## src/common/pioCfgPkg.sv

```systemverilog
// Field positions inside the PIO configuration words
package pioCfgPkg;

    // execCtrl word
    localparam int jmpPinMsb     = 28;  // GPIO tested by JMP PIN
    localparam int jmpPinLsb     = 24;
    localparam int wrapTopMsb    = 16;  // Last address before wrapping
    localparam int wrapTopLsb    = 12;
    localparam int wrapBottomMsb = 11;  // Wrap destination
    localparam int wrapBottomLsb = 7;

    // shiftCtrl word
    localparam int outShiftRightBit = 19;
    localparam int inShiftRightBit  = 18;

    // clkDiv word, integer divisor only
    localparam int clkDivIntMsb = 31;
    localparam int clkDivIntLsb = 16;

endpackage

```

## src/common/pioPkg.sv

```systemverilog
// PIO instruction encoding, opcode classes and data widths shared by all blocks
package pioPkg;

    typedef logic [31:0] word_t;       // Scratch, shift register, FIFO and pin data
    typedef logic [15:0] opcode_t;     // One program word
    typedef logic [4:0]  pcAddr_t;     // 32-entry program space
    typedef logic [4:0]  bitCount_t;   // Shift length, 0 encodes 32
    typedef logic [4:0]  delay_t;
    typedef logic [15:0] clkDivInt_t;  // Integer part of the clock divider

    // Instruction classes, bits 15..13 of the opcode
    typedef enum logic [2:0] {
        opJmp      = 3'd0,
        opWait     = 3'd1,
        opIn       = 3'd2,
        opOut      = 3'd3,
        opPushPull = 3'd4,
        opMov      = 3'd5,
        opIrq      = 3'd6,
        opSet      = 3'd7
    } instrOp_e;

    // Opcode field positions
    localparam int opMsb    = 15;
    localparam int opLsb    = 13;
    localparam int delayMsb = 12;
    localparam int delayLsb = 8;
    localparam int condMsb  = 7;   // Condition, source or destination
    localparam int condLsb  = 5;
    localparam int dataMsb  = 4;   // Bit count, index, address or immediate
    localparam int dataLsb  = 0;

    // Push and pull threshold, no longer configurable
    localparam int shiftFullCount = 32;

endpackage

```

## src/design/clockDivider.sv

```systemverilog
// Integer clock divider issuing one execution tick every clkDivInt cycles
`timescale 1ns/1ps

module clockDivider import pioPkg::*; (
    input  logic       clk,
    input  logic       reset,
    input  clkDivInt_t clkDivInt,
    input  logic       restart,
    output logic       tick
);

    clkDivInt_t count;
    clkDivInt_t reloadValue;

    // Divisors 0 and 1 both tick every cycle
    assign reloadValue = (clkDivInt == '0) ? '0 : clkDivInt - 1'b1;

    // Restart suppresses the tick in its own cycle
    assign tick = (count == '0) && !restart;

    always_ff @(posedge clk or negedge reset) begin
        if (!reset) begin
            count <= '0;
        end else if (restart) begin
            count <= reloadValue;  // Next tick clkDivInt cycles from now
        end else if (count == '0) begin
            count <= reloadValue;
        end else begin
            count <= count - 1'b1;
        end
    end

endmodule

```

## src/design/executionUnit.sv

```systemverilog
// PIO execution unit with program counter, scratch registers, delay and instruction classes
`timescale 1ns/1ps

module executionUnit import pioPkg::*; import pioCfgPkg::*; (
    input  logic      clk,
    input  logic      reset,
    input  logic      tick,
    input  logic      smEnable,
    input  opcode_t   opCode,
    input  word_t     execCtrl,
    input  word_t     gpioIn,
    input  word_t     txData,
    input  logic      txEmpty,
    input  logic      rxFull,
    input  word_t     isrData,
    input  logic      isrFull,
    input  word_t     osrData,
    input  logic      osrEmpty,
    output pcAddr_t   pc,
    output logic      txAck,
    output word_t     rxData,
    output logic      rxValid,
    output logic      pinWrite,
    output logic      pinIsDir,
    output word_t     pinData,
    output logic      isrShiftEn,
    output bitCount_t isrShiftLen,
    output word_t     isrShiftData,
    output logic      isrClear,
    output logic      osrShiftEn,
    output bitCount_t osrShiftLen,
    output logic      osrLoadEn,
    output word_t     osrLoadData
);

    instrOp_e   instrOp;
    delay_t     instrDelay;
    logic [2:0] instrCond;
    logic [4:0] instrData;
    logic [4:0] jmpPin;
    pcAddr_t    wrapTop;
    pcAddr_t    wrapBottom;
    pcAddr_t    seqPc;
    logic       execTick;

    word_t      scratchX;
    word_t      scratchY;
    delay_t     delayCnt;

    pcAddr_t    nextPc;
    word_t      nextX;
    word_t      nextY;
    delay_t     nextDelay;
    logic       nextPinWrite;
    logic       nextPinIsDir;
    word_t      nextPinData;
    logic       nextTxAck;
    logic       nextRxValid;
    logic       jmpTaken;
    logic       stall;        // Instruction did not complete this tick

    assign instrOp    = instrOp_e'(opCode[opMsb:opLsb]);
    assign instrDelay = opCode[delayMsb:delayLsb];
    assign instrCond  = opCode[condMsb:condLsb];
    assign instrData  = opCode[dataMsb:dataLsb];

    assign jmpPin     = execCtrl[jmpPinMsb:jmpPinLsb];
    assign wrapTop    = execCtrl[wrapTopMsb:wrapTopLsb];
    assign wrapBottom = execCtrl[wrapBottomMsb:wrapBottomLsb];

    assign seqPc    = (pc == wrapTop) ? wrapBottom : pc + 1'b1;
    assign execTick = tick && smEnable;

    // Shift length comes straight from the data field
    assign isrShiftLen = instrData;
    assign osrShiftLen = instrData;
    assign osrLoadData = txEmpty ? scratchX : txData;  // Non-blocking pull of empty FIFO loads X

    always_comb begin
        nextPc       = pc;
        nextX        = scratchX;
        nextY        = scratchY;
        nextDelay    = delayCnt;
        nextPinWrite = 1'b0;
        nextPinIsDir = 1'b0;
        nextPinData  = '0;
        nextTxAck    = 1'b0;
        nextRxValid  = 1'b0;
        jmpTaken     = 1'b0;
        stall        = 1'b0;
        isrShiftEn   = 1'b0;
        isrShiftData = '0;
        isrClear     = 1'b0;
        osrShiftEn   = 1'b0;
        osrLoadEn    = 1'b0;

        if (execTick && delayCnt != '0) begin
            nextDelay = delayCnt - 1'b1;  // Idle tick
        end else if (execTick) begin
            nextPc = seqPc;
            case (instrOp)
                opJmp: begin
                    case (instrCond)
                        3'b000: jmpTaken = 1'b1;
                        3'b001: jmpTaken = (scratchX == '0);
                        3'b010: begin
                            jmpTaken = (scratchX != '0);  // Tested before the decrement
                            nextX    = scratchX - 1'b1;
                        end
                        3'b011: jmpTaken = (scratchY == '0);
                        3'b100: begin
                            jmpTaken = (scratchY != '0);
                            nextY    = scratchY - 1'b1;
                        end
                        3'b101: jmpTaken = (scratchX != scratchY);
                        3'b110: jmpTaken = gpioIn[jmpPin];
                        default: jmpTaken = 1'b0;
                    endcase
                    if (jmpTaken) begin
                        nextPc = instrData;
                    end
                end
                opWait: begin
                    // Only the GPIO source waits, cond[2] is the polarity
                    if (instrCond[1:0] == 2'b00 && gpioIn[instrData] != instrCond[2]) begin
                        stall  = 1'b1;
                        nextPc = pc;
                    end
                end
                opIn: begin
                    isrShiftEn = 1'b1;
                    case (instrCond)
                        3'b000: isrShiftData = gpioIn;
                        3'b001: isrShiftData = scratchX;
                        3'b010: isrShiftData = scratchY;
                        default: isrShiftData = '0;  // Null
                    endcase
                end
                opOut: begin
                    osrShiftEn = 1'b1;
                    case (instrCond)
                        3'b000: begin
                            nextPinWrite = 1'b1;
                            nextPinData  = osrData;
                        end
                        3'b001: nextX = osrData;
                        3'b010: nextY = osrData;
                        3'b100: begin
                            nextPinWrite = 1'b1;
                            nextPinIsDir = 1'b1;
                            nextPinData  = osrData;
                        end
                        3'b101: nextPc = osrData[4:0];
                        default: nextPinWrite = 1'b0;  // Bits discarded
                    endcase
                end
                opPushPull: begin
                    // cond[2] pull, cond[1] iffull or ifempty, cond[0] block
                    if (instrCond[0] && (instrCond[2] ? txEmpty : rxFull)) begin
                        stall  = 1'b1;
                        nextPc = pc;
                    end else if (instrCond[2]) begin
                        if (!instrCond[1] || osrEmpty) begin
                            osrLoadEn = 1'b1;
                            nextTxAck = !txEmpty;
                        end
                    end else if (!instrCond[1] || isrFull) begin
                        isrClear    = 1'b1;
                        nextRxValid = !rxFull;  // Data dropped when the RX FIFO is full
                    end
                end
                opSet: begin
                    case (instrCond)
                        3'b000: begin
                            nextPinWrite = 1'b1;
                            nextPinData  = word_t'(instrData);
                        end
                        3'b001: nextX = word_t'(instrData);
                        3'b010: nextY = word_t'(instrData);
                        3'b100: begin
                            nextPinWrite = 1'b1;
                            nextPinIsDir = 1'b1;
                            nextPinData  = word_t'(instrData);
                        end
                        default: nextPinWrite = 1'b0;
                    endcase
                end
                opMov, opIrq: nextPc = seqPc;  // Not implemented, just advance
                default: nextPc = seqPc;
            endcase

            if (!stall) begin
                nextDelay = instrDelay;
            end
        end
    end

    always_ff @(posedge clk or negedge reset) begin
        if (!reset) begin
            pc       <= '0;
            scratchX <= '0;
            scratchY <= '0;
            delayCnt <= '0;
            pinWrite <= 1'b0;
            txAck    <= 1'b0;
            rxValid  <= 1'b0;
        end else begin
            pc       <= nextPc;
            scratchX <= nextX;
            scratchY <= nextY;
            delayCnt <= nextDelay;
            pinWrite <= nextPinWrite;
            txAck    <= nextTxAck;
            rxValid  <= nextRxValid;
        end
    end

    always_ff @(posedge clk) begin
        if (nextPinWrite) begin
            pinIsDir <= nextPinIsDir;
            pinData  <= nextPinData;
        end
        if (nextRxValid) begin
            rxData <= isrData;  // ISR contents before the clear
        end
    end

endmodule

```

## src/design/pioStateMachine.sv

```systemverilog
// PIO state machine top joining divider, shift registers and execution unit
`timescale 1ns/1ps

module pioStateMachine import pioPkg::*; import pioCfgPkg::*; (
    input  logic    clk,
    input  logic    reset,
    input  logic    smEnable,
    input  logic    clkDivRestart,
    input  word_t   clkDiv,
    input  word_t   execCtrl,
    input  word_t   shiftCtrl,
    input  opcode_t opCode,
    input  word_t   gpioIn,
    input  word_t   txData,
    input  logic    txEmpty,
    input  logic    rxFull,
    output pcAddr_t pc,
    output logic    txAck,
    output word_t   rxData,
    output logic    rxValid,
    output logic    pinWrite,
    output logic    pinIsDir,
    output word_t   pinData
);

    logic       tick;
    clkDivInt_t clkDivInt;
    logic       inShiftRight;
    logic       outShiftRight;

    logic       isrShiftEn;
    bitCount_t  isrShiftLen;
    word_t      isrShiftData;
    logic       isrClear;
    word_t      isrData;
    logic       isrFull;

    logic       osrShiftEn;
    bitCount_t  osrShiftLen;
    logic       osrLoadEn;
    word_t      osrLoadData;
    word_t      osrData;
    logic       osrEmpty;

    assign clkDivInt     = clkDiv[clkDivIntMsb:clkDivIntLsb];
    assign inShiftRight  = shiftCtrl[inShiftRightBit];
    assign outShiftRight = shiftCtrl[outShiftRightBit];

    clockDivider clockDivider_inst (
        .clk       (clk),
        .reset     (reset),
        .clkDivInt (clkDivInt),
        .restart   (clkDivRestart),
        .tick      (tick)
    );

    inputShiftReg inputShiftReg_inst (
        .clk        (clk),
        .reset      (reset),
        .shiftRight (inShiftRight),
        .shiftEn    (isrShiftEn),
        .shiftLen   (isrShiftLen),
        .shiftData  (isrShiftData),
        .clear      (isrClear),
        .isrData    (isrData),
        .isrFull    (isrFull)
    );

    outputShiftReg outputShiftReg_inst (
        .clk        (clk),
        .reset      (reset),
        .shiftRight (outShiftRight),
        .shiftEn    (osrShiftEn),
        .shiftLen   (osrShiftLen),
        .loadEn     (osrLoadEn),
        .loadData   (osrLoadData),
        .osrData    (osrData),
        .osrEmpty   (osrEmpty)
    );

    executionUnit executionUnit_inst (
        .clk          (clk),
        .reset        (reset),
        .tick         (tick),
        .smEnable     (smEnable),
        .opCode       (opCode),
        .execCtrl     (execCtrl),
        .gpioIn       (gpioIn),
        .txData       (txData),
        .txEmpty      (txEmpty),
        .rxFull       (rxFull),
        .isrData      (isrData),
        .isrFull      (isrFull),
        .osrData      (osrData),
        .osrEmpty     (osrEmpty),
        .pc           (pc),
        .txAck        (txAck),
        .rxData       (rxData),
        .rxValid      (rxValid),
        .pinWrite     (pinWrite),
        .pinIsDir     (pinIsDir),
        .pinData      (pinData),
        .isrShiftEn   (isrShiftEn),
        .isrShiftLen  (isrShiftLen),
        .isrShiftData (isrShiftData),
        .isrClear     (isrClear),
        .osrShiftEn   (osrShiftEn),
        .osrShiftLen  (osrShiftLen),
        .osrLoadEn    (osrLoadEn),
        .osrLoadData  (osrLoadData)
    );

endmodule

```

## src/shifter/inputShiftReg.sv

```systemverilog
// Input shift register collecting IN data with a saturating bit count
`timescale 1ns/1ps

module inputShiftReg import pioPkg::*; (
    input  logic      clk,
    input  logic      reset,
    input  logic      shiftRight,
    input  logic      shiftEn,
    input  bitCount_t shiftLen,
    input  word_t     shiftData,
    input  logic      clear,
    output word_t     isrData,
    output logic      isrFull
);

    logic [5:0] shiftAmt;   // 1 to 32
    logic [5:0] fillAmt;    // Remaining width, 0 to 31
    logic [5:0] bitCount;
    logic [6:0] countSum;
    word_t      lowMask;
    word_t      shiftedData;

    assign shiftAmt = (shiftLen == '0) ? 6'd32 : {1'b0, shiftLen};
    assign fillAmt  = 6'd32 - shiftAmt;
    assign lowMask  = ~(32'hFFFF_FFFF << shiftAmt);

    always_comb begin
        if (shiftRight) begin
            // New bits enter from the MSB end
            shiftedData = (isrData >> shiftAmt) | (shiftData << fillAmt);
        end else begin
            shiftedData = (isrData << shiftAmt) | (shiftData & lowMask);
        end
    end

    assign countSum = {1'b0, bitCount} + {1'b0, shiftAmt};
    assign isrFull  = (bitCount >= 6'(shiftFullCount));

    always_ff @(posedge clk or negedge reset) begin
        if (!reset) begin
            isrData  <= '0;
            bitCount <= '0;
        end else if (clear) begin
            isrData  <= '0;  // Push empties the register
            bitCount <= '0;
        end else if (shiftEn) begin
            isrData <= shiftedData;
            if (countSum > 7'(shiftFullCount)) begin
                bitCount <= 6'(shiftFullCount);
            end else begin
                bitCount <= countSum[5:0];
            end
        end
    end

endmodule

```

## src/shifter/outputShiftReg.sv

```systemverilog
// Output shift register feeding OUT with the next bits of the pulled word
`timescale 1ns/1ps

module outputShiftReg import pioPkg::*; (
    input  logic      clk,
    input  logic      reset,
    input  logic      shiftRight,
    input  logic      shiftEn,
    input  bitCount_t shiftLen,
    input  logic      loadEn,
    input  word_t     loadData,
    output word_t     osrData,
    output logic      osrEmpty
);

    word_t      osrWord;
    logic [5:0] shiftAmt;   // 1 to 32
    logic [5:0] fillAmt;
    logic [5:0] bitCount;   // Bits already shifted out
    logic [6:0] countSum;
    word_t      lowMask;

    assign shiftAmt = (shiftLen == '0) ? 6'd32 : {1'b0, shiftLen};
    assign fillAmt  = 6'd32 - shiftAmt;
    assign lowMask  = ~(32'hFFFF_FFFF << shiftAmt);

    // Next shiftLen bits, right-aligned with zeros above
    assign osrData = shiftRight ? (osrWord & lowMask) : (osrWord >> fillAmt);

    assign countSum = {1'b0, bitCount} + {1'b0, shiftAmt};
    assign osrEmpty = (bitCount >= 6'(shiftFullCount));

    always_ff @(posedge clk or negedge reset) begin
        if (!reset) begin
            osrWord  <= '0;
            bitCount <= 6'(shiftFullCount);  // Nothing pulled yet
        end else if (loadEn) begin
            osrWord  <= loadData;
            bitCount <= '0;
        end else if (shiftEn) begin
            if (shiftRight) begin
                osrWord <= osrWord >> shiftAmt;
            end else begin
                osrWord <= osrWord << shiftAmt;
            end
            if (countSum > 7'(shiftFullCount)) begin
                bitCount <= 6'(shiftFullCount);
            end else begin
                bitCount <= countSum[5:0];
            end
        end
    end

endmodule

```

## config.mk

```make
export PLATFORM = sky130hd
export DESIGN_NAME = pioStateMachine
export DESIGN_NICKNAME = d
export VERILOG_FILES = /design/src/common/pioCfgPkg.sv /design/src/common/pioPkg.sv /design/src/design/clockDivider.sv /design/src/design/executionUnit.sv /design/src/design/pioStateMachine.sv /design/src/shifter/inputShiftReg.sv /design/src/shifter/outputShiftReg.sv
export SDC_FILE = /design/constraint.sdc
export NUM_CORES = 1
export LEC_CHECK = 0
export ABC_AREA = 1
export BUFFER_PORTS_ARGS = -buffer_cell sky130_fd_sc_hd__buf_2
export CELL_PAD_IN_SITES_DETAIL_PLACEMENT = 0
export CELL_PAD_IN_SITES_GLOBAL_PLACEMENT = 1
export CORE_MARGIN = 8
export CORE_UTILIZATION = 38
export DETAILED_ROUTE_END_ITERATION = 12
export PLACE_DENSITY = 0.88
export SETUP_SLACK_MARGIN = 0.15
export SLEW_MARGIN = 20
export SYNTH_ARGS = -nofsm -noshare
export SYNTH_HDL_FRONTEND = slang
export SYNTH_SLANG_ARGS = --single-unit
```

## constraint.sdc

```tcl
create_clock -name clk -period 4.6 [get_ports clk]
set_input_delay 0.46 -clock clk [delete_from_list [all_inputs] [get_ports clk]]
set_output_delay 0.46 -clock clk [all_outputs]
set_load 0.03 [all_outputs]
```

Word level (Yosys, flattened, before mapping)
Index checks and enable logic that the tools add are counted.
{"block": "op_classes", "reduce_logical": 34, "shifts": 7, "bitwise": 8, "n_mux": 91, "n_eq_ne": 23, "addsub": 9, "order_cmp": 6}
{"op": "two-way mux 32 bit", "n": 18}
{"op": "one-hot mux 32 bit (3 select lines)", "n": 3}
{"op": "<< shifter 32 x 6 -> 32 bit", "n": 3}
{"op": "right shift 32 x 6 -> 32 bit", "n": 3}
{"op": "bitwise AND 32 bit", "n": 2}
{"op": "zero test 32 bit", "n": 2}
{"op": "bitwise OR 32 bit", "n": 2}
{"op": "one-hot mux 32 bit (2 select lines)", "n": 1}
{"op": "nonzero test 32 bit", "n": 2}
{"op": "subtractor 32 x 1 -> 32 bit (second input constant)", "n": 2}
{"op": "two-way mux 16 bit", "n": 3}
{"op": "two-way mux 1 bit", "n": 45}
{"op": "two-way mux 5 bit", "n": 9}
{"op": "two-way mux 6 bit", "n": 7}
{"op": "zero test 16 bit", "n": 2}
{"op": "!= test 32 bit", "n": 1}
{"op": "inverter 32 bit", "n": 1}
{"op": "<< shifter 32 x 6 -> 32 bit (first input constant)", "n": 1}
{"op": "subtractor 16 x 1 -> 16 bit (second input constant)", "n": 2}
{"op": "one-hot mux 5 bit (4 select lines)", "n": 1}
{"op": "equality test 3 bit (second input constant)", "n": 5}
{"op": "adder 6 x 6 -> 7 bit", "n": 2}
{"op": "greater-than comparator 7 x 6 -> 1 bit (second input constant)", "n": 2}
{"op": "equality test 3 x 2 -> 1 bit (second input constant)", "n": 4}
{"op": "other kinds (28)", "n": 55}
{"block": "totals", "reg_bits": 234, "word_cells": 193, "inputBits": 182}

Logic depth before layout (Yosys ltp)
Gate-level depths: netlist of run 1.
{"block": "depth", "ltp_word": 11, "mapped_depth": 23, "ltp_nobuf": 20}

Hierarchy
Synthesis of run 1 repeated with hierarchy kept, for this count alone.
{"block": "hier_totals", "cells_unflattened": 4548, "hier_area_um2": 26011.2}
{"module": "executionUnit", "area_each_um2": 10018.4, "cells_per_inst": 1429, "n_inst": 1}
{"module": "inputShiftReg", "area_each_um2": 7358.3, "cells_per_inst": 1474, "n_inst": 1}
{"module": "outputShiftReg", "area_each_um2": 7148.1, "cells_per_inst": 1420, "n_inst": 1}
{"module": "clockDivider", "area_each_um2": 1486.4, "cells_per_inst": 225, "n_inst": 1}

Least setup slack after synthesis of run 1
OpenSTA, ideal clock, no wires.
{"block": "synth_path", "path_kind": "input to register", "start": "input port opCode[7]", "end": "register executionUnit_inst.rxData[0] (enable)", "arrival_ns": 4.410, "required_ns": 4.096, "setup_slack_ns": -0.315, "cell_stages": 5, "path_buffers": 2, "path_cell_list": "inv_1 > buf_2 > buf_1 > o21ai_0 > nor4_1"}
{"block": "synth_between", "elab_chain_len": 6, "elab_cells_between_ends": 7, "classes_between": "mux: 6; reduce/logical: 1"}
{"item": "start, declared", "line": "pioStateMachine.sv:12", "text": "input opcode_t opCode,"}
{"item": "two-way mux 1 bit", "line": "executionUnit.sv:159", "text": "if (instrCond[0] && (instrCond[2] ? txEmpty : rxFull)) begin"}
{"item": "logical AND 1 bit", "line": "executionUnit.sv:159"}
{"item": "two-way mux 1 bit *", "line": "executionUnit.sv:159"}
{"item": "two-way mux 1 bit *", "line": "executionUnit.sv:101", "text": "case (instrOp)"}
{"item": "two-way mux 1 bit *", "line": "executionUnit.sv:99", "text": "end else if (execTick) begin"}
{"item": "two-way mux 1 bit *", "line": "executionUnit.sv:97", "text": "if (execTick && delayCnt != '0) begin"}
{"item": "net executionUnit_inst.nextRxValid", "line": "executionUnit.sv:58", "text": "logic nextRxValid;"}
{"item": "end signal, assigned", "line": "executionUnit.sv:224", "text": "rxData <= isrData;"}
{"item": "end, declared", "line": "executionUnit.sv:21", "text": "output word_t rxData,"}
The timed path passes the listed nets; every way through them passes the cells marked *.
A chain may end at the register's enable or synchronous reset.

Final worst setup path of run 1
{"block": "layout_path", "start": "register executionUnit_inst.scratchX[0]", "end": "register executionUnit_inst.pc[2]"}
{"block": "layout_between", "elab_chain_len": 7, "elab_cells_between_ends": 9, "classes_between": "eq/ne: 1; mux: 6; reduce/logical: 2"}
{"item": "start, declared", "line": "executionUnit.sv:46", "text": "word_t scratchX;"}
{"item": "start signal, assigned", "line": "executionUnit.sv:209", "text": "scratchX <= nextX;"}
{"item": "!= test 32 bit, or another cell as far along", "line": "executionUnit.sv:115", "text": "3'b101: jmpTaken = (scratchX != scratchY);"}
{"item": "one-hot mux 1 bit (7 select lines) *", "line": "executionUnit.sv:103", "text": "case (instrCond)"}
{"item": "two-way mux 1 bit *", "line": "executionUnit.sv:101"}
{"item": "two-way mux 1 bit *", "line": "executionUnit.sv:99"}
{"item": "two-way mux 1 bit *", "line": "executionUnit.sv:97"}
{"item": "two-way mux 5 bit *", "line": "executionUnit.sv:119", "text": "if (jmpTaken) begin"}
{"item": "one-hot mux 5 bit (4 select lines) *", "line": "executionUnit.sv:101"}
{"item": "end signal, assigned", "line": "executionUnit.sv:208", "text": "pc <= nextPc;"}
{"item": "end, declared", "line": "executionUnit.sv:19", "text": "output pcAddr_t pc,"}
Every way passes the cells marked *; elsewhere a longest branch is shown, timed or not. The select of a mux whose other input is x is not followed.

==> metrics.cfg, run 1 <==
[detailed_routing]
vias_per_cell = 5.91
wl_per_cell_um = 24.6
wirelength_um = 128000
drt_iter0_markers = 4266
drtPass1Iterations = 6
routed-via-count = 30800
drtAntennaViolNets = 0
drc = 0

[die]
fp.dieW_um = 272
row_count = 94
initial_utilization = 0.381
dieArea_sq_um = 73900
die_h_um = 272
core_sq_um = 65300
num_io_pins = 255

[power_and_ir_drop]
p_int_mw = 4.02
pwr-share-comb = 0.281
p_per_area_nw_per_um2 = 232
swShare = 0.372
leakage_nw = 13.2
ir_worst_vdd_v = 0.000238
p_sw_mw = 2.38
clkPwrFrac = 0.380
power_frac_seq = 0.338

[timing]
fmax_ghz = 0.283
rsz0062_at_grt = no
finalCritPeriodShare = 0.769
fin_tns_setup_ns = 0
setup_viol = 0
slew_headroom = 0.317
tightest_slew_ns = 1.02
maxSlewViolCount = 0
hold_viol = 0
fin_skew_ns = 0.0608
fin_crit_ns = 3.54

[synthesis]
synth_xor_area_frac = 0.0208
syn_nets = 4473
synth_top_family_by_area = simple AND/OR/NAND/NOR gates
syn_area_sq_um = 24900
synth_commonest_cells = nand2_1, nand3_1, nor2_1
ys_seq_elements = 234
seq_area_frac_synth = 0.249
yosysMostFrequentCell = nand2_1
synthFlopType = dfrtp_1
synth_mux_area_frac = 0.00649
yosysWarnings = 0
syn_inst = 4265
synth_fa_ha_area_frac = 0.0137
ys_types = 61
synth-simple-area-share = 0.416
synth-compound-area-share = 0.192
synth_area_leaders = nand2_1, dfrtp_1, nand3_1
synthArstFlopShare = 0.722
yosys.area.top_type = nand2_1
avgSynthCellArea_sq_um = 5.83
yosysTopAreaCellShare = 0.216
synth-edff-count = 65

[setup_path]
start_kind = flip-flop
critPathArrivalTime_ns = 4.05
crit_required_ns = 5.12
endpoint_kind = flip-flop
path_class = reg -> reg
r2r_slack_ns = 1.06
r2r-end = executionUnit_inst.pc[2]
worst_r2r_path_depth = 15
timing.rr.start = executionUnit_inst.scratchX[0]
cp_max_fo = 9

[status]
outcome = finished clean

[clock_network]
cts.sinks = 234
numCtsBuffers = 29
postCtsSetupBuffers = 0
cts-htree-levels = 1
cts_tree = yes
ctsResizeCount = 0
cts_root_buffer = clkbuf_16
clkTransAtPathRegs_ns = 0.07
clk_path_buf_depth = 3
clk_latency_ns = 0.63

[global_routing]
grt_pass1_wl_um = 187000
antenna_found_initial = 1
grt_usage = 0.330
grt_overflow_total = 0
grt_pass1_vias = 28400
grt_max_degree = 110

[min_path]
worst_hold_path_type = in -> reg
min_path_cells = 2
min_from = clkDiv[16]
whs_endpoint = clockDivider_inst.count[0]

[final_layout]
multiInputGateArea_sq_um = 16200
drive_gt1_frac = 0.0943
areaGrowthSynthToFinish_pct = 10.8
nFillCells = 7190
nNetsFinal = 4524
design_area_sq_um = 27600
regArea_sq_um = 6180

[place]
postPlaceCellArea_sq_um = 26600
routabilityCongestion = 1.02
hpwl_um = 98900
io_buffers = 191

[run]
cap_violations = 0

-- stage by stage --
stage | hold WS, ns | instances | utilization | setup WS [ns] | total power, mW
after detailed placement | 0.467 | 5148 | 0.407 | 0.857 | 3.93
after global placement | 0.458 | 5147 | 0.407 | 0.837 | 3.93
final | 0.0926 | 5203 | 0.422 | 1.06 | 6.40
after CTS | 0.0608 | 5202 | 0.422 | 1.20 | 6.38
after floorplan | 0.164 | 4265 | - | 1.04 | 3.31
after global routing | 0.0814 | 5202 | 0.422 | 0.890 | 6.65
-- cells in the final DEF, fill, tap and decap left out, types with 5 or more instances in the layout --
master / netlist / layout
o211ai_1: 46 / 46
o2111ai_1: 8 / 8
buf_12: 0 / 6
ha_1: 24 / 22
dfrtp_1: 168 / 168
buf_4: 23 / 94
o221ai_1: 9 / 9
nand3b_1: 6 / 6
o31ai_1: 12 / 12
nand3_1: 456 / 456
xnor2_1: 20 / 20
edfxtp_1: 65 / 65
o21ai_0: 343 / 343
clkinv_2: 0 / 5
a22oi_1: 30 / 30
a21oi_1: 154 / 154
o21ai_1: 165 / 165
clkbuf_16: 0 / 29
nor3_1: 42 / 41
or2_2: 13 / 13
inv_2: 17 / 18
nor2_4: 6 / 6
buf_2: 61 / 190
nor4_1: 9 / 7
nor2_1: 348 / 346
a31oi_1: 21 / 20
inv_1: 326 / 324
o21a_1: 12 / 12
o22ai_1: 36 / 36
xor2_1: 39 / 39
clkbuf_1: 136 / 5
nand2_1: 1430 / 1430
mux2i_1: 15 / 15
nand4_1: 113 / 113
-- worst max path at each step --
| stage | startpoint | end | depth (start not counted) |
|---|---|---|---|
| after global placement | opCode[1] | outputShiftReg_inst.osrWord[5] | 13 |
| after CTS | clockDivider_inst.count[0] | executionUnit_inst.scratchY[3] | 16 |
| after global routing | clockDivider_inst.count[0] | executionUnit_inst.scratchY[4] | 16 |
| final | executionUnit_inst.scratchX[0] | executionUnit_inst.pc[2] | 15 |
| after floorplan | opCode[7] | executionUnit_inst.rxData[0] | 5 |
| after detailed placement | opCode[1] | executionUnit_inst.scratchY[18] | 17 |
-- area by class of cell --
cell class                      count  area share
Antenna cell                        1   0.0000908
Clock buffer                       37      0.0285
Clock inverter                     16     0.00672
Inverter                          348      0.0475
Multi-Input combinational cell   3410       0.588
Sequential cell                   234       0.224
Tap cell                          864      0.0392
Timing Repair Buffer              293      0.0659
-- critical path, cell delays in order, from the launching register on --
cell     delay [ns]
dfrtp_1        0.50
inv_1          0.26
ha_1           0.26
nand3_1        0.19
nor3_1         0.58
nand2_1        0.25
nor2_1         0.15
nand2_1        0.06
a21oi_1        0.22
nand4_1        0.44
inv_1          0.21
nand2_1        0.07
nand3_1        0.07
nand3_1        0.09
nand2_1        0.07
nand2_1        0.05
-- layer usage --
| metal | GRT usage | wire length [um] | vias up |
|---|---|---|---|
| li1 | - | - | 14400 |
| met1 | 0.434 | 50700 | 14100 |
| met2 | 0.492 | 53500 | 1881 |
| met3 | 0.0588 | 13200 | 408 |
| met4 | 0.223 | 10500 | 2 |
| met5 | 0 | 9 | - |
-- repair_timing --
| action | CTS | global route |
|---|---|---|
| hold endpoints to repair | 72 | 0 |
| endpoints found under the setup margin | 0 | 0 |
| hold buffers | 1 | 0 |
-- flip-flops by register name, indices dropped and copies added (netlist names) --
name                          count
inputShiftReg_inst.bitCount       6
executionUnit_inst.pinData       32
outputShiftReg_inst.osrWord      32
executionUnit_inst.txAck          1
executionUnit_inst.rxData        32
executionUnit_inst.rxValid        1
executionUnit_inst.pc             5
outputShiftReg_inst.bitCount      6
inputShiftReg_inst.isrData       32
executionUnit_inst.pinWrite       1
executionUnit_inst.delayCnt       5
clockDivider_inst.count          16
executionUnit_inst.scratchX      32
executionUnit_inst.scratchY      32
executionUnit_inst.pinIsDir       1
-- cells by family (layout without fill, tap and decap cells) --
family / Yosys count / after routing
AO/OA/AOI/OAI: 859 / 859
XOR/XNOR: 59 / 59
adder cells (fa/ha/maj): 26 / 26
buffers and inverters: 621 / 694
flip-flops: 234 / 234
multiplexers: 16 / 16
other: 0 / 1
AND/OR/NAND/NOR: 2450 / 2450
-- power by group through the flow --
| stage | sequential, mW | clock (mW) | combinational [mW] |
|---|---|---|---|
| floorplan | 2.20 | 0 | 1.11 |
| global placement | 2.20 | 0 | 1.73 |
| detailed placement | 2.20 | 0 | 1.73 |
| CTS | 2.16 | 2.48 | 1.73 |
| global route | 2.16 | 2.55 | 1.93 |
| finish | 2.16 | 2.43 | 1.80 |
Note: power is estimated with default switching activity, not from simulation.
==> run 2, diff against run 1 <==
clock period = 3.2 ns   (was 4.6 ns; I/O delays follow)
==> metrics.cfg, run 2 (synthesis gave the netlist of run 1 again) <==
[die]
die_h_um = 272  ; unchanged
initial_utilization = 0.381  ; unchanged
row_count = 94  ; unchanged
fp.dieW_um = 272  ; unchanged
num_io_pins = 255  ; unchanged
dieArea_sq_um = 73900  ; unchanged
core_sq_um = 65300  ; unchanged

[final_layout]
multiInputGateArea_sq_um = 16300  ; +0.53%
drive_gt1_frac = 0.129  ; +0.0348
areaGrowthSynthToFinish_pct = 16.9
final_cell_mix = nand2_1, nand3_1, o21ai_0, nor2_1, inv_1
nFillCells = 7148  ; -0.58%
design_area_sq_um = 29100  ; +5.5%
antennaDiodeCount = 0  ; -1
final_cells = 5356  ; +2.9%
regArea_sq_um = 6180  ; unchanged
nNetsFinal = 4676  ; +3.4%
layout_commonest_cell = nand2_1

[place]
io_buffers = 191  ; unchanged
placed_cells = 5297  ; +2.9%
postPlaceCellArea_sq_um = 27900  ; +5.1%
hpwl_um = 103000  ; +4.6%
routabilityCongestion = 1.06  ; +3.9%

[power_and_ir_drop]
leakage_nw = 14.0  ; +6.3%
p_per_area_nw_per_um2 = 324  ; +40%
total_power_mw = 9.41  ; +47%
ir_worst_vdd_v = 0.000462  ; +94%

[clock_network]
cts_root_buffer = clkbuf_16
cts-htree-levels = 1  ; unchanged
clk_latency_ns = 0.61  ; -0.02 ns
cts.sinks = 234  ; unchanged
clkTransAtPathRegs_ns = 0.06  ; about the same
numCtsBuffers = 30  ; +3.4%
cts_tree = yes
clk_path_buf_depth = 3  ; unchanged

[detailed_routing]
wl_per_cell_um = 24.4  ; -0.71%
drt_iter0_markers = 4467  ; +4.7%
routed-via-count = 31400  ; +1.9%
drc = 0  ; unchanged
vias_per_cell = 5.85  ; -1.0%
wirelength_um = 131000  ; +2.2%
drtAntennaViolNets = 0  ; unchanged
drtPass1Iterations = 7  ; +1

[setup_path]
slowest_delay_ns = 0.35  ; -0.23 ns
critPathArrivalTime_ns = 3.43  ; -0.62 ns
slowest_stage = dfrtp_1
path_class = reg -> reg
crit_required_ns = 3.72  ; -1.40 ns
critPathLaunch = clockDivider_inst.count[0]
endpoint_kind = flip-flop
timing.rr.start = clockDivider_inst.count[0]
start_kind = flip-flop
r2r_slack_ns = 0.28  ; -0.78 ns
worst_r2r_path_depth = 15  ; unchanged
critical_path.most_common_cell = inv_1
r2r-end = executionUnit_inst.scratchY[8]
path_cells = inv_1 > ha_1 > nand2_1 > nor2_1 > nand3_1 > buf_6 > inv_1 > nand2_1 > buf_12 > inv_1 > buf_4 > nor4_4 > inv_1 > buf_4 > a22oi_1
cp_max_fo = 12  ; +3

[global_routing]
antenna_found_initial = 0  ; -1
grt_pass1_wl_um = 191000  ; +2.3%
grt_overflow_total = 0  ; unchanged
grt_usage = 0.339  ; +0.00854
grt_max_degree = 71  ; -35%
grt_pass1_vias = 29100  ; +2.2%

[min_path]
worst_hold_path_type = in -> reg
min_from = opCode[12]
whs_endpoint = executionUnit_inst.delayCnt[4]
min_path_cells = 5  ; +3

[timing]
rsz0062_at_grt = yes
maxSlewViolCount = 0  ; unchanged
fin_tns_setup_ns = 0  ; unchanged
fin_skew_ns = 0.0223  ; -0.0386 ns
setup_viol = 0  ; unchanged
fmax_ghz = 0.343  ; +21%
fin_crit_ns = 2.92  ; -0.620 ns
hold_slack_ns = 0.0243  ; -0.0683 ns
tightest_slew_ns = 0.743  ; -0.279 ns
hold_viol = 0  ; unchanged
finalCritPeriodShare = 0.911  ; +0.143
slew_headroom = 0.505  ; +0.188

[status]
outcome = finished clean

[run]
cap_violations = 0  ; unchanged

==> run 2: worst max-delay path by stage <==
stage / end / slack [ns] / depth (start not counted)
after floorplan: inputShiftReg_inst.bitCount[5] / 0.18 / 20
after global placement: inputShiftReg_inst.isrData[5] / 0.14 / 12
after detailed placement: executionUnit_inst.pinData[19] / 0.08 / 17
after CTS: executionUnit_inst.scratchY[5] / 0.21 / 15
after global routing: executionUnit_inst.scratchY[8] / 0.13 / 15
final: executionUnit_inst.scratchY[8] / 0.28 / 15
==> run 2: repair_timing <==
item                                   4_1_cts  5_1_grt
endpoints found under the hold margin       67        0
setup buffers                                0        0
gates resized for setup                      0       26
hold buffers                                 3        0
setup endpoints to repair                    0       43
==> run 2: power breakdown <==
part / internal, mW / switching [mW]
registers: 3.09 / 0.0232
clock network: 2.00 / 1.53
logic: 0.829 / 1.94
==> run 2: area by class of cell <==
cell class / instances / area share
Timing Repair Buffer: 444 / 0.110
Inverter: 348 / 0.0452
Sequential cell: 234 / 0.213
Clock inverter: 21 / 0.00646
Tap cell: 864 / 0.0372
Multi-Input combinational cell: 3410 / 0.560
Clock buffer: 35 / 0.0282
==> run 2: metal layers <==
metal  GRT usage  vias up  wire length (um)
li1            -    14600                 -
met3      0.0521      389             12300
met2       0.515     1814             55900
met4       0.227        0             10600
met5           0        -                 0
met1       0.442    14500             51800
==> run 2: metrics by stage <==
stage / setup WS [ns] / utilization
floorplan: 0.177 / -
global placement: 0.136 / 0.428
detailed placement: 0.0826 / 0.428
CTS: 0.209 / 0.444
global route: 0.129 / 0.445
finish: 0.284 / 0.445
==> run 2: worst max-delay path: cells and delay by family (launching register included) <==
family / cells / cell delay, ns
simple gates: 5 / 0.69
flops: 1 / 0.35
buf+inv: 8 / 1.36
fa+ha+maj: 1 / 0.20
compound gates: 1 / 0.19
